[src/source/wb_bus_pkg.sv]
`default_nettype none

package wb_bus_pkg;

  // Bus widths
  localparam int ADDR_W = 32;               // Byte address
  localparam int DATA_W = 32;               // One word per transfer

  // SRAM geometry
  localparam int MEM_WORDS = 256;           // Depth in words
  localparam int MEM_AW = $clog2(MEM_WORDS); // Word address bits, taken from adr[9:2]

  // Local copy of the master count, keeps arb_pkg free of bus types
  localparam int BUS_MASTERS = 8;

  typedef logic [ADDR_W-1:0] wb_addr_t;
  typedef logic [DATA_W-1:0] wb_data_t;

  // Master side of a Wishbone classic link
  typedef struct packed {
    logic     cyc;                          // Bus cycle, held for ownership
    logic     stb;                          // Transfer strobe
    logic     we;                           // 1 = write
    wb_addr_t adr;                          // Byte address
    wb_data_t dat;                          // Write data
  } wb_req_t;

  // Slave side
  typedef struct packed {
    logic     ack;                          // One cycle per transfer
    wb_data_t dat;                          // Read data, valid with ack
  } wb_rsp_t;

  // One element per master
  typedef wb_req_t [BUS_MASTERS-1:0] req_array_t;
  typedef wb_rsp_t [BUS_MASTERS-1:0] rsp_array_t;

endpackage

`default_nettype wire

[src/source/arb_pkg.sv]
`default_nettype none

package arb_pkg;

  // Number of peer masters on the shared bus
  localparam int NUM_MASTERS = 8;
  localparam int IDX_W = 3;                 // Bits to encode a master index

  // One bit per master, at most one set
  typedef logic [NUM_MASTERS-1:0] grant_t;

  // Encoded owner index for the data path
  typedef logic [IDX_W-1:0] master_idx_t;

  // Arbiter states
  typedef enum logic {
    ARB_IDLE  = 1'b0,                       // No owner, next edge may grant
    ARB_OWNED = 1'b1                        // Owner holds the bus while cyc stays high
  } arb_state_e;

endpackage

`default_nettype wire

[src/source/wb_master_mux.sv]
`timescale 1ns/1ps
`default_nettype none

module wb_master_mux
  import wb_bus_pkg::*;
  import arb_pkg::*;
(
  input  wire req_array_t  wbm_req_i,       // All master requests
  output rsp_array_t       wbm_rsp_o,       // Per-master responses
  input  wire grant_t      gnt_i,           // One-hot owner
  input  wire master_idx_t gnt_idx_i,       // Same owner, encoded
  output wb_req_t          wbs_req_o,       // Toward the SRAM
  input  wire wb_rsp_t     wbs_rsp_i        // From the SRAM
);

  wb_req_t owner_req;                       // Request of the indexed master
  logic    owner_valid;                     // Index actually granted

  // Index defaults to 0 when idle, so qualify with the one-hot grant
  assign owner_req   = wbm_req_i[gnt_idx_i];
  assign owner_valid = gnt_i[gnt_idx_i];

  // Address, data and we pass through, strobes only for a real owner
  always_comb begin
    wbs_req_o     = owner_req;
    wbs_req_o.cyc = owner_req.cyc & owner_valid;
    wbs_req_o.stb = owner_req.stb & owner_valid; // Idle bus shows no strobe
  end

  // Read data to everyone, ack to the owner only
  always_comb begin
    for (int i = 0; i < NUM_MASTERS; i++) begin
      wbm_rsp_o[i].dat = wbs_rsp_i.dat;
      wbm_rsp_o[i].ack = wbs_rsp_i.ack & gnt_i[i];
    end
  end

endmodule

`default_nettype wire

[config.mk]
export PLATFORM = sky130hd
export DESIGN_NAME = wb_master_mux
export DESIGN_NICKNAME = d
export VERILOG_FILES = /design/src/source/wb_bus_pkg.sv /design/src/source/arb_pkg.sv /design/src/source/wb_master_mux.sv
export SDC_FILE = /design/constraint.sdc
export NUM_CORES = 1
export LEC_CHECK = 0
export ABC_CLOCK_PERIOD_IN_PS = 2400
export BUFFER_PORTS_ARGS = -buffer_cell sky130_fd_sc_hd__buf_2
export CAP_MARGIN = 20
export CORE_AREA = 2 2 351 353
export DETAILED_ROUTE_END_ITERATION = 8
export DIE_AREA = 0 0 353 355
export PLACE_DENSITY_LB_ADDON = 0.08
export SLEW_MARGIN = 40
export SYNTH_ARGS = -nofsm -noshare
export SYNTH_HDL_FRONTEND = slang
export SYNTH_SLANG_ARGS = --single-unit
[constraint.sdc]
create_clock -name vclk -period 2.4
set_clock_uncertainty 0.15 [all_clocks]
set_input_delay 0.24 -clock vclk [all_inputs]
set_output_delay 0.24 -clock vclk [all_outputs]
set_load 0.03 [all_outputs]
* Word level (Yosys, flattened, before mapping)
Cells that the tools add are included.
Storage, ports and cells: flip-flop bits (word level) 0, latch bits 0, RAM bits 0, bits in read-only memories 0, bits of input ports 580, output and inout port bits 331, logic and storage cells 15, memories 0
Operators by class: add/subtract/negate cells 0, multiply operators 0, div/mod/pow operators 0, magnitude comparators 1, equal/unequal tests 0, shift-type cells 0, muxes and demuxes 4, bitwise gates (word level) 10, reductions and logical operators 0
Operator list (number):
- binary-select mux 67 bit (select 3 bit) | 1
- 2-to-1 mux 67 bit | 1
- AND 1 bit | 10
- less-than comparator 3 x 4 -> 1 bit (second input constant) | 1
- binary-select mux 1 bit (select 3 bit) | 1
- 2-to-1 mux 1 bit | 1

* Longest topological paths before layout
depth in word-level cells 3, gate-level depth with buffers 6

* Worst setup path before layout
No wires, ideal clock.
kind input-to-output, start in gnt_idx_i[0], end out wbs_req_o[29] (netlist name), arrival time 1.503 ns, data required time 2.010 ns, path slack 0.507 ns, cell stages on the path 5, cells stage by stage buf_6 -> buf_8 -> buf_6 -> mux4_2 -> mux2_2
RTL lines:
- start, declared | RTL line wb_master_mux.sv:11 | input wire master_idx_t gnt_idx_i,
- end, declared | RTL line wb_master_mux.sv:12 | output wb_req_t wbs_req_o,

==> metrics.txt <==
worst path required time 2010 ps; post-synthesis net count 1,088; combinational share of power 100.0%; Max Clk Rate 444.9 MHz; layout cells sized above 1 98.63%; Least-Margin Pin Slew 334.8 ps; Layout Utilization 7.875%; Total Nets Final 1,458; first-pass GRT wire length 58,260 um; Reg area 0 um2; Hold Path Cell Cnt 0; P_sw 0.0009640 W; Synth top area share 50.26%; Synth area leaders mux4_2 (50%), buf_4 (32%), mux2_2 (8.3%); setup TNS 0 ps; height of the die 355 um; Final Setup Violations 0; Syn Std Cell Area 0.006095 mm2; hpwl dp 40,440 um; power per cell area 204.1 mW/mm2; switching part of the total power 49.41%; post-synthesis cell type count 12; DRT Pass-1 Iters 4; largest net degree at the start of global routing 28; # rows 128; # port buffers 623; Max Slew Vio Count 0; Final min period 2248 ps; hold crit path type in2out; Leak 3.947 nW; hold endpoint wbm_rsp_o[51]; initial antenna violation count 15; post-synthesis cell count 508; # DRC 0; WP data arrival 1860 ps; CP Launch Type primary input; I/O pin total 911; internal power 0.0009870 W; DR vias 5,764; worst hold slack 330.1 ps; CP Max Fanout 21; Mean Syn Cell Area 12.00 um2; initial drt markers 190; post-route ant nets 0; DIE AREA 0.1253 mm2; share of power burned in registers 0%; post-synthesis sequential area ratio 0%; initial core utilization 5.020%; clock share of power 0%; hold_sp wbs_rsp_i[18]; CP Class in2out; largest area contributor in the netlist mux4_2; CLK BUF 0; yosys warns 0; Max-Cap Viols 0; Seq Cell Count 0; Die X 353 um; Final Cycle Share 93.66%; CP Capture Type primary output; GRT Util Overall 6.560%; core area 0.1214 mm2; relative slew slack 77.68%; via/cell ratio 2.300; Layout area overhead 56.87%; Peak supply drop 62.97 uV; outcome completed; vias in the first global route 6,789; RSZ-0062 raised after global routing false; grt total ovfl 0; final wirelength 43,990 um; routed length per placed instance 17.56 um; Final Hold Vio Count 0; GPL Wtd Cong 0.7998
## Yosys cell counts
cell,count
buf_8,1
mux2_4,20
buf_4,256
mux2i_1,3
buf_6,5
nor2_1,2
mux2_2,45
clkbuf_1,12
mux4_2,136
buf_2,19
buf_1,1
and2_1,8
## power groups by stage
stage | Clock (W) | Sequential, W | Combinational [W]
CTS | 0 | 0 | 0.00202
global route | 0.000000000168 | 0 | 0.00210
finish | 0.000000000168 | 0 | 0.00195
global placement | 0 | 0 | 0.00202
floorplan | 0 | 0 | 0.00185
detailed placement | 0 | 0 | 0.00201
## routing by layer
metal	part of all wire (%)	wire [um]	vias to the layer above	GRT usage (%)
met5	0.095	42	-	0
met4	2.3	1027	6	1.370
met3	9.3	4089	70	1.985
met2	50	22090	476	11.88
met1	38	16740	2762	7.566
li1	-	-	2450	-
## cell usage in the layout (no fill, tap or decap)
cell type | netlist | layout
diode_2 | 0 | 5
mux2i_2 | 0 | 1
buf_6 | 5 | 2
mux2i_1 | 3 | 2
mux4_2 | 136 | 136
buf_8 | 1 | 1
mux2_2 | 45 | 45
buf_4 | 256 | 30
buf_2 | 19 | 620
mux2_4 | 20 | 20
nor2_1 | 2 | 2
buf_12 | 0 | 8
buf_16 | 0 | 1
and2_1 | 8 | 8
## worst max-delay path: stages
cell and delay (ps):
buf_8 150, buf_12 230, buf_12 210, mux4_2 510
mux2_4 280, buf_2 180
## cell families after synthesis
| logic type | synth area share [%] |
|---|---|
| and+or+nand+nor | 0.9444 |
| muxes | 63.99 |
| buffers and inverters | 35.06 |
## final cells by class
type | instances | area, um2
diodes | 5 | 12.51
fillers | 14330 | 111800
multi-input cells | 214 | 3961
well taps | 1625 | 2033
repair buffers | 662 | 3553
## worst max-delay path by stage
stage | startpoint | cells past startpoint | slack, ps | to
after global routing | gnt_idx_i[0] | 7 | 30 | wbs_req_o[66]
final | gnt_idx_i[0] | 6 | 150 | wbs_req_o[41]
after global placement | gnt_idx_i[0] | 7 | -50 | wbs_req_o[66]
after detailed placement | gnt_idx_i[0] | 7 | -4 | wbs_req_o[66]
after floorplan | gnt_idx_i[0] | 5 | 510 | wbs_req_o[29]
after CTS | gnt_idx_i[0] | 7 | 30 | wbs_req_o[66]
## stage by stage
step	setup slack, ps	total power [W]	cells	area (um2)
after floorplan	506.5	0.001845	508	6095
after global placement	-46.05	0.002024	2498	9498
after detailed placement	-3.993	0.002009	2498	9498
after CTS	28.53	0.002021	2498	9505
after global routing	28.15	0.002099	2504	9555
final	152.1	0.001951	2506	9560
## what timing repair did
action,CTS,global route
buffers inserted,0,3
gates resized for setup,2,1
setup endpoints to repair,1,1
gates cloned,0,0
hold buffers,0,0
pin swaps,0,0
No activity file was read; power rests on OpenSTA's default activity.
