**src/source/arb_pkg.sv**
```systemverilog
`default_nettype none

package arb_pkg;

  // Number of peer masters on the shared bus
  localparam int NUM_MASTERS = 8;
  localparam int IDX_W = 3;                 // Bits to encode a master index

  // One bit per master, at most one set
  typedef logic [NUM_MASTERS-1:0] grant_t;

  // Encoded owner index for the data path
  typedef logic [IDX_W-1:0] master_idx_t;

  // Arbiter states
  typedef enum logic {
    ARB_IDLE  = 1'b0,                       // No owner, next edge may grant
    ARB_OWNED = 1'b1                        // Owner holds the bus while cyc stays high
  } arb_state_e;

endpackage

`default_nettype wire

```
**src/source/row_roundrobin.sv**
```systemverilog
`timescale 1ns/1ps
`default_nettype none

module row_roundrobin
  import arb_pkg::*;
(
  input  wire         clk_i,
  input  wire         reset_i,
  input  wire grant_t req_i,                // cyc of every master
  output grant_t      gnt_o,                // Registered one-hot grant
  output master_idx_t gnt_idx_o,            // Encoded grant for the mux
  output logic        round_wrap_o          // Pulse on the first grant of a round
);

  arb_state_e state_q;
  grant_t     mask_q;                       // Masters still due a turn this round
  grant_t     gnt_q;
  logic       wrap_q;

  grant_t     mask_req;                     // Requests still inside the round
  grant_t     mask_pick;                    // Lowest masked requester
  grant_t     raw_pick;                     // Lowest requester overall
  grant_t     gnt_next;
  grant_t     nxt_mask;
  logic       wrap_next;
  logic       owner_hold;

  assign mask_req = req_i & mask_q;

  // Lowest set bit, x & -x
  assign mask_pick = mask_req & (~mask_req + grant_t'(1));
  assign raw_pick  = req_i & (~req_i + grant_t'(1));

  // Fall back to the raw pick once the round is used up
  assign gnt_next = (|mask_req) ? mask_pick : raw_pick;

  // Keep only the bits above the new owner
  assign nxt_mask = ~(gnt_next | (gnt_next - grant_t'(1)));

  // Mask would grow, or nobody has been served since reset
  assign wrap_next = ~(|mask_req) | (&mask_q);

  // Owner keeps the bus while its cyc is high
  assign owner_hold = |(req_i & gnt_q);

  always_ff @(posedge clk_i or posedge reset_i) begin
    if (reset_i) begin
      state_q <= ARB_IDLE;
      mask_q  <= '1;                        // Everybody eligible
      gnt_q   <= '0;
      wrap_q  <= 1'b0;
    end else begin
      wrap_q <= 1'b0;                       // Single-cycle pulse
      case (state_q)
        ARB_IDLE: begin
          if (|req_i) begin
            state_q <= ARB_OWNED;
            gnt_q   <= gnt_next;
            mask_q  <= nxt_mask;            // Mask moves only on a new grant
            wrap_q  <= wrap_next;
          end
        end
        ARB_OWNED: begin
          if (!owner_hold) begin
            state_q <= ARB_IDLE;            // Release, one idle cycle between owners
            gnt_q   <= '0;
          end
        end
        default: begin
          state_q <= ARB_IDLE;
          gnt_q   <= '0;
        end
      endcase
    end
  end

  // One-hot to binary, OR of the grant bits per index bit
  always_comb begin
    gnt_idx_o = '0;
    for (int i = 0; i < NUM_MASTERS; i++) begin
      if (gnt_q[i]) begin
        gnt_idx_o = gnt_idx_o | master_idx_t'(i);
      end
    end
  end

  assign gnt_o        = gnt_q;
  assign round_wrap_o = wrap_q;

endmodule

`default_nettype wire

```
**config.mk**
```make
export PLATFORM = sky130hd
export DESIGN_NAME = row_roundrobin
export DESIGN_NICKNAME = d
export VERILOG_FILES = /design/src/source/arb_pkg.sv /design/src/source/row_roundrobin.sv
export SDC_FILE = /design/constraint.sdc
export NUM_CORES = 1
export LEC_CHECK = 0
export ABC_CLOCK_PERIOD_IN_PS = 5500
export BUFFER_PORTS_ARGS = -buffer_cell sky130_fd_sc_hd__buf_2
export CORE_MARGIN = 8
export CORE_UTILIZATION = 50
export CTS_CLUSTER_SIZE = 8
export DETAILED_ROUTE_END_ITERATION = 7
export PLACE_DENSITY = 0.74
export SETUP_SLACK_MARGIN = 0.05
export SLEW_MARGIN = 15
export SYNTH_ARGS = -nofsm -noshare
export SYNTH_HDL_FRONTEND = slang
export SYNTH_SLANG_ARGS = --single-unit
```
**constraint.sdc**
```tcl
create_clock -name clk_i -period 5.5 [get_ports clk_i]
set_clock_uncertainty 0.05 [all_clocks]
set_input_delay 0.275 -clock clk_i [delete_from_list [all_inputs] [get_ports clk_i]]
set_output_delay 0.275 -clock clk_i [all_outputs]
set_load 0.02 [all_outputs]
```
; ---- Word-level counts from Yosys, hierarchy flattened
; Cells that the tools add are included.
[op_classes]
add_sub_neg = 3
eq_ne = 2
n_mux = 16
bitwise_logic = 11
n_reduce_logical = 6
[op_table]
columns = op, count
row1 = AND 8 bit, 4
row2 = two-way mux 8 bit, 3
row3 = NOT 8 bit, 3
row4 = OR reduction 8 bit, 3
row5 = adder 8 x 1 -> 8 bit (second input constant), 2
row6 = one-hot mux 8 bit (2 select lines), 1
row7 = two-way mux 3 bit, 4
row8 = bitwise OR 8 bit, 1
row9 = AND reduction 8 bit, 1
row10 = subtractor 8 x 1 -> 8 bit (second input constant), 1
row11 = two-way mux 1 bit, 5
row12 = two-way mux 2 bit, 2
row13 = inequality test 2 bit (second input constant), 2
row14 = AND reduction 2 bit, 2
row15 = NOT 1 bit, 2
row16 = one-hot mux 1 bit (2 select lines), 1
row17 = bitwise OR 1 bit, 1
[word_totals]
ff_bits = 18
output_inout_bits = 12
wordCells = 42

; ---- Longest topological paths before layout
; Gate-level depths: netlist of the first run.
[depth]
word_depth = 8
mapped_depth = 5
depth_no_buf = 5

; ---- Worst setup path before layout of the first run
; Ideal clock, no wire load.
[synth_path]
path_kind = register to register
from = register mask_q[2]
to = register mask_q[6]
setup_time_ns = 0.088
t_arrival_ns = 1.797
slack_ns = 3.565
path_stages_with_launch = 6
period_less_slack_ns = 1.935
cell_sequence = dfstp_2 a222oi_1 nand4_2 o31ai_2 a21oi_1 a221oi_2
[synth_between]
elab_chain_cells = 8
[synth_rtl]
columns = element, line
row1 = "start, declared", row_roundrobin.sv:16  ; grant_t mask_q;
row2 = "start signal, assigned", row_roundrobin.sv:59  ; mask_q <= nxt_mask;
row3 = AND 8 bit (*), row_roundrobin.sv:28  ; assign mask_req = req_i & mask_q;
row4 = NOT 8 bit, row_roundrobin.sv:31  ; assign mask_pick = mask_req & (~mask_req + grant_t'(1));
row5 = adder 8 x 1 -> 8 bit, row_roundrobin.sv:31
row6 = AND 8 bit, row_roundrobin.sv:31
row7 = two-way mux 8 bit (*), row_roundrobin.sv:35  ; assign gnt_next = (|mask_req) ? mask_pick : raw_pick;
row8 = subtractor 8 x 1 -> 8 bit, row_roundrobin.sv:38  ; assign nxt_mask = ~(gnt_next | (gnt_next - grant_t'(1)));
row9 = bitwise OR 8 bit (*), row_roundrobin.sv:38
row10 = NOT 8 bit (*), row_roundrobin.sv:38
; Mark *: on every way between the ends. The rest lies on a longest branch, timed or not.
; A chain may end at the register's enable or synchronous reset.

; ---- Worst setup path in the final report of the first run
; Ends and elaborated chain as after synthesis.

==> results_dict.tcl, run 1 <==
set metrics [dict create \
    synth_fp_nets 120 \
    crit_path_cell_trace "a222oi_1 -> nand4_2 -> o21bai_1 -> a2111oi_1 -> a221oi_2" \
    final_layout_size_suffix_gt1_share_pct 31.3 \
    area_delta_synth_final_pct 17.0 \
    wl_mm 2.57 \
    overflow 0 \
    rsz0062_at_grt "no" \
    maxCapViolCount 0 \
    syn-cell-area_mm2 0.00104 \
    failed_checks "hold timing" \
    critPathKind "flip-flop to flip-flop" \
    grt_pass1_vias 943 \
    p_clk_share_pct 11.3 \
    p_seq_share_pct 36.6 \
    dp_hpwl_mm 1.94 \
    post-synth-top-count-cell "nand2_1" \
    worst_path_max_delay_cell "a222oi_1" \
    synth-edff-count 0 \
    placed_cell_area_mm2 0.00117 \
    final-max-slew-violation-count 0 \
    period_needed_ns 2.32 \
    cts_inserted_buffers 3 \
    syn_area_per_cell_um2 9.43 \
    yosys.area.top_type "dfrtp_1" \
    core_mm2 0.00196 \
    htree_levels 1 \
    max_freq_mhz 432 \
    post_cts_buffers 0 \
    power_density_mw_per_mm2 595 \
    path_delay_family "compound AO/OA/AOI/OAI gates" \
    grt_pass1_wl_mm 4.22 \
    die-area_mm2 0.00379 \
    cp.required_ns 5.67 \
    syn_inst 110 \
    diodes 0 \
    first_iter_violations 44 \
    power_uw 722 \
    register_area_um2 460 \
    fp.dieW_um 61.5 \
    setup_tns_ns 0 \
    wl_per_cell_um 15.9 \
    cts_buffer_depth 2 \
    ys_warn_count 0 \
    cellLeakagePower_nw 0.553 \
    synth.top_cells.by_count "nand2_1, dfrtp_1, dfstp_2, nand3_1, o21ai_0" \
    worstSkewPairLatency_ns 0.30 \
    synth_top_area_share_pct 24.1 \
    ys_async_sr_fraction_pct 100 \
    cp_max_fo 7 \
    place_congestion 0.832 \
    post-route-util_pct 61.9 \
    antenna_left 0 \
    die_h_um 61.5 \
    grt_max_degree 27 \
    synth-main-ff-cell "dfrtp_1" \
    timing.slew.headroom_pct 44.7 \
    fillers 197 \
    cts_root_buffer "clkbuf_4" \
    synth-seq-cells 18 \
    switchingPower_uw 335 \
    whs_ns -0.00896 \
    cts_tree "done" \
    path_clk_slew_ns 0.10 \
    antenna_found_initial 0 \
    hold_path.class "primary input to async pin" \
    nets 145 \
    drtPass1Iterations 4 \
    numPortBuffers 21 \
    end_kind "flip-flop" \
    cts_resized 0 \
    comb_power_share_pct 52.1 \
    finalHoldViolations 10 \
    setup_viol 0 \
    ys_types 37 \
    io_pins 22 \
    yosys-top-cells-area "dfrtp_1, dfstp_2, nand2_1, nand3_1, o21ai_0" \
    finalCritPeriodShare_pct 42.1 \
    cp_num_buf_inv 0 \
    viasPerCell 6.25 \
    status "finished with violations" \
    num_vias 1007 \
    cp_data_arrival_time_ns 2.48 \
    cpPeakStageDelay_ns 0.75 \
    internal-power_uw 387 \
    swShare_pct 46.4 \
    multi_input_area_um2 544 \
    tightest_slew_ns 0.830 \
    design_area_mm2 0.00121 \
    drc 0 \
    rows 16 \
    ctsHoldBuffers 0 \
    ys_seq_area_share_pct 44.4 \
    initial_core_util_pct 52.9 \
    cp-start-kind "flip-flop" \
    clock_sinks 18 \
    track_usage_pct 14.8 \
    ir_worst_vdd_uv 411 \
]
[cell usage in the layout (no fill, tap or decap), types with 4 or more instances in the layout]
| master | instances |
|---|---|
| a21oi_1 | 6 |
| buf_2 | 21 |
| dfrtp_1 | 10 |
| dfstp_2 | 8 |
| inv_1 | 6 |
| nand2_1 | 13 |
| nand3_1 | 8 |
| nand4_1 | 5 |
| nor2_1 | 6 |
| o21ai_0 | 7 |
| o31ai_1 | 4 |
[logic make-up (layout without fill, tap and decap cells)]
kind of cell    Yosys count  in the layout  synth area share [%]
flops                    18             18                  44.4
simple gates             47             47                  24.5
buf+inv                   8             32                  3.14
compound gates           37             37                  28.0
[sequential cells by signal, indices dropped and copies added, names as in the netlist]
register,cells
mask_q,8
gnt_o,8
round_wrap_o,1
state_q,1
[layer usage]
layer / up-vias / share of wire, % / GRT usage [%]
met5: - / 0 / 0
met4: 0 / 1.6 / 8.12
met3: 4 / 5.3 / 2.71
met2: 25 / 50 / 24.4
met1: 501 / 43 / 17.7
li1: 477 / - / -
[layout make-up]
type | instances | share of cell area [%]
Multi-Input combinational cell | 84 | 44.8
Sequential cell | 18 | 37.9
Timing Repair Buffer | 22 | 9.59
Clock buffer | 4 | 2.99
Tap cell | 27 | 2.78
Inverter | 6 | 1.86
[power groups by stage]
stage	Clock [mW]	Combinational [mW]	Sequential, mW
final	0.0816	0.376	0.264
after global routing	0.0864	0.412	0.271
after CTS	0.0827	0.369	0.263
after detailed placement	0	0.366	0.266
after global placement	0	0.359	0.265
after floorplan	0	0.247	0.278
[path summary, 6_finish.rpt]
path,end,slack [ns],cells after the start,from
max in group asynchronous,round_wrap_o,5.00,2,reset_i
max,mask_q[6],3.18,5,mask_q[2]
max reg2reg,mask_q[6],3.18,5,mask_q[2]
min in group clk_i,gnt_o[5],0.22,3,req_i[5]
min reg2reg,mask_q[6],0.45,2,mask_q[6]
min,gnt_o[1],-0.009,2,reset_i
[worst reg2reg max path: cells and delay by family (launching register included)]
kind               cells  cell delay, ns
AOI/OAI and AO/OA      4            1.45
and+or+nand+nor        1            0.33
DFF                    1            0.41
[stage by stage]
stage / worst slack, ns / instances / hold WS, ns
5_1_grt: 2.96 / 161 / 0.0624
3_3_place_gp: 2.98 / 156 / 0.344
2_1_floorplan: 3.56 / 110 / 0.158
6_report: 3.18 / 161 / -0.00896
4_1_cts: 3.17 / 160 / 0.0162
3_5_place_dp: 2.88 / 156 / 0.343
Power figures use the tool's default switching activity.
==> inputs of run 2 (changes only) <==
Settings changed: ABC_CLOCK_PERIOD_IN_PS 5500 to 2300.
Clock period 5.5 ns to 2.3 ns, I/O delays scaled along.
==> run 2 against run 1 <==
  * The run now ends clean
  * Register-to-register slack worse by 3.1 ns
  * Fmax is 6.8% higher
  * Power is 140% higher
  * Flip-flop and latch count stayed put
  * Via count is 2.1% higher
  * Die area stayed put
  * Core utilization is 0.57 points higher
  * Combinational power is 150% higher
  * Count of clock-buffer cells in the layout stayed put
  * Non-clock buffer count is 3 higher
  * Cell count is 1.9% higher
  * Critical path depth stayed put
  * Largest power group unchanged
==> results_dict.tcl, run 2 (synthesized netlist as in run 1, its figures left out) <==
set metrics [dict create \
    grt_pass1_wl_mm 4.71 \
    rows 16 \
    cp_data_arrival_time_ns 2.32 \
    io_pins 22 \
    dp_hpwl_mm 2.10 \
    antenna_found_initial 0 \
    nets 148 \
    clock_sinks 18 \
    startpoint "mask_q[2]" \
    drtPass1Iterations 5 \
    whs_ns 0.0811 \
    fillers 198 \
    reg2reg_to "mask_q[5]" \
    die_h_um 61.5 \
    layout_common_cells "buf_2, nand2_1, dfrtp_1, nand3_1, dfstp_2" \
    ff2ff_setup_slack_ns 0.13 \
    period_needed_ns 2.17 \
    cts_tree "done" \
    fp.dieW_um 61.5 \
    power_density_mw_per_mm2 1410 \
    post_cts_buffers 0 \
    ctsHoldBuffers 1 \
    r2r_start "mask_q[2]" \
    cp_max_fo 7 \
    cts_resized 0 \
    finalHoldViolations 0 \
    grt_pass1_vias 1008 \
    track_usage_pct 16.5 \
    cp-start-kind "flip-flop" \
    finalCritPeriodShare_pct 94.3 \
    r2r_cells 5 \
    final_common_cell "buf_2" \
    grt_max_degree 19 \
    place_congestion 0.878 \
    timing.slew.headroom_pct 54.5 \
    hold_path.class "primary input to flip-flop" \
    maxCapViolCount 0 \
    wl_per_cell_um 17.0 \
    post-route-util_pct 62.4 \
    overflow 0 \
    antenna_left 0 \
    cts_inserted_buffers 3 \
    end_kind "flip-flop" \
    wl_mm 2.78 \
    diodes 0 \
    max_freq_mhz 461 \
    critPathCapture "mask_q[5]" \
    die-area_mm2 0.00379 \
    status "completed" \
    cellLeakagePower_nw 0.559 \
    final_layout_size_suffix_gt1_share_pct 31.4 \
    path_clk_slew_ns 0.10 \
    core_mm2 0.00196 \
    area_delta_synth_final_pct 18.1 \
    final-max-slew-violation-count 0 \
    cp.required_ns 2.45 \
    tightest_slew_ns 0.681 \
    cts_root_buffer "clkbuf_4" \
    rsz0062_at_grt "no" \
    critPathKind "flip-flop to flip-flop" \
    num_vias 1028 \
    setup_tns_ns 0 \
    worstSkewPairLatency_ns 0.29 \
    numPortBuffers 21 \
    drc 0 \
    setup_viol 0 \
    power_mw 1.73 \
    ir_worst_vdd_uv 796 \
    htree_levels 1 \
    cts_buffer_depth 2 \
    first_iter_violations 56 \
    initial_core_util_pct 52.9 \
    viasPerCell 6.27 \
]
[run 2: worst min path at each step]
| stage | startpoint | endpoint | slack (ns) | cells past startpoint |
|---|---|---|---|---|
| finish | req_i[5] | gnt_o[5] | 0.08 | 3 |
| global route | req_i[5] | gnt_o[5] | 0.08 | 3 |
| CTS | req_i[2] | gnt_o[2] | 0.08 | 3 |
| detailed placement | reset_i | gnt_o[1] | 0.20 | 2 |
| global placement | reset_i | gnt_o[0] | 0.18 | 2 |
| floorplan | reset_i | gnt_o[0] | -0.002 | 1 |
[run 2: where the power goes]
group          internal (mW)  total, mW  switching, mW
Clock                 0.0675      0.167         0.0995
Combinational          0.357      0.932          0.575
Sequential             0.488      0.628          0.140
[run 2: cell type report]
cell class | count | area [um2] | share of cell area [%]
Multi-Input combinational cell | 84 | 544 | 44.4
Sequential cell | 18 | 460 | 37.6
Timing Repair Buffer | 25 | 138 | 11.2
Tap cell | 27 | 33.8 | 2.76
Clock buffer | 4 | 26.3 | 2.15
Inverter | 6 | 22.5 | 1.84
[run 2: worst max-delay path, cell delays in order, from the launching register on]
cell and delay (ns):
dfstp_2 0.59, a222oi_1 0.15, nand4_2 0.21, or2b_1 0.30, a2111oi_1 0.60, o21ai_0 0.18
[run 2: routing by layer]
layer  up-vias  part of all wire [%]  GRT usage [%]
met5         -                     0              0
met4         0                   2.9           7.14
met3        11                   8.6           4.38
met2        51                    47           25.3
met1       483                    42           21.2
li1        483                     -              -
[run 2: per-stage QoR]
stage	worst slack (ns)	instances	cell area, um2
finish	0.132	164	1220
global route	0.0685	164	1220
CTS	0.165	164	1220
detailed placement	0.193	159	1190
global placement	0.288	159	1190
floorplan	0.365	110	1040
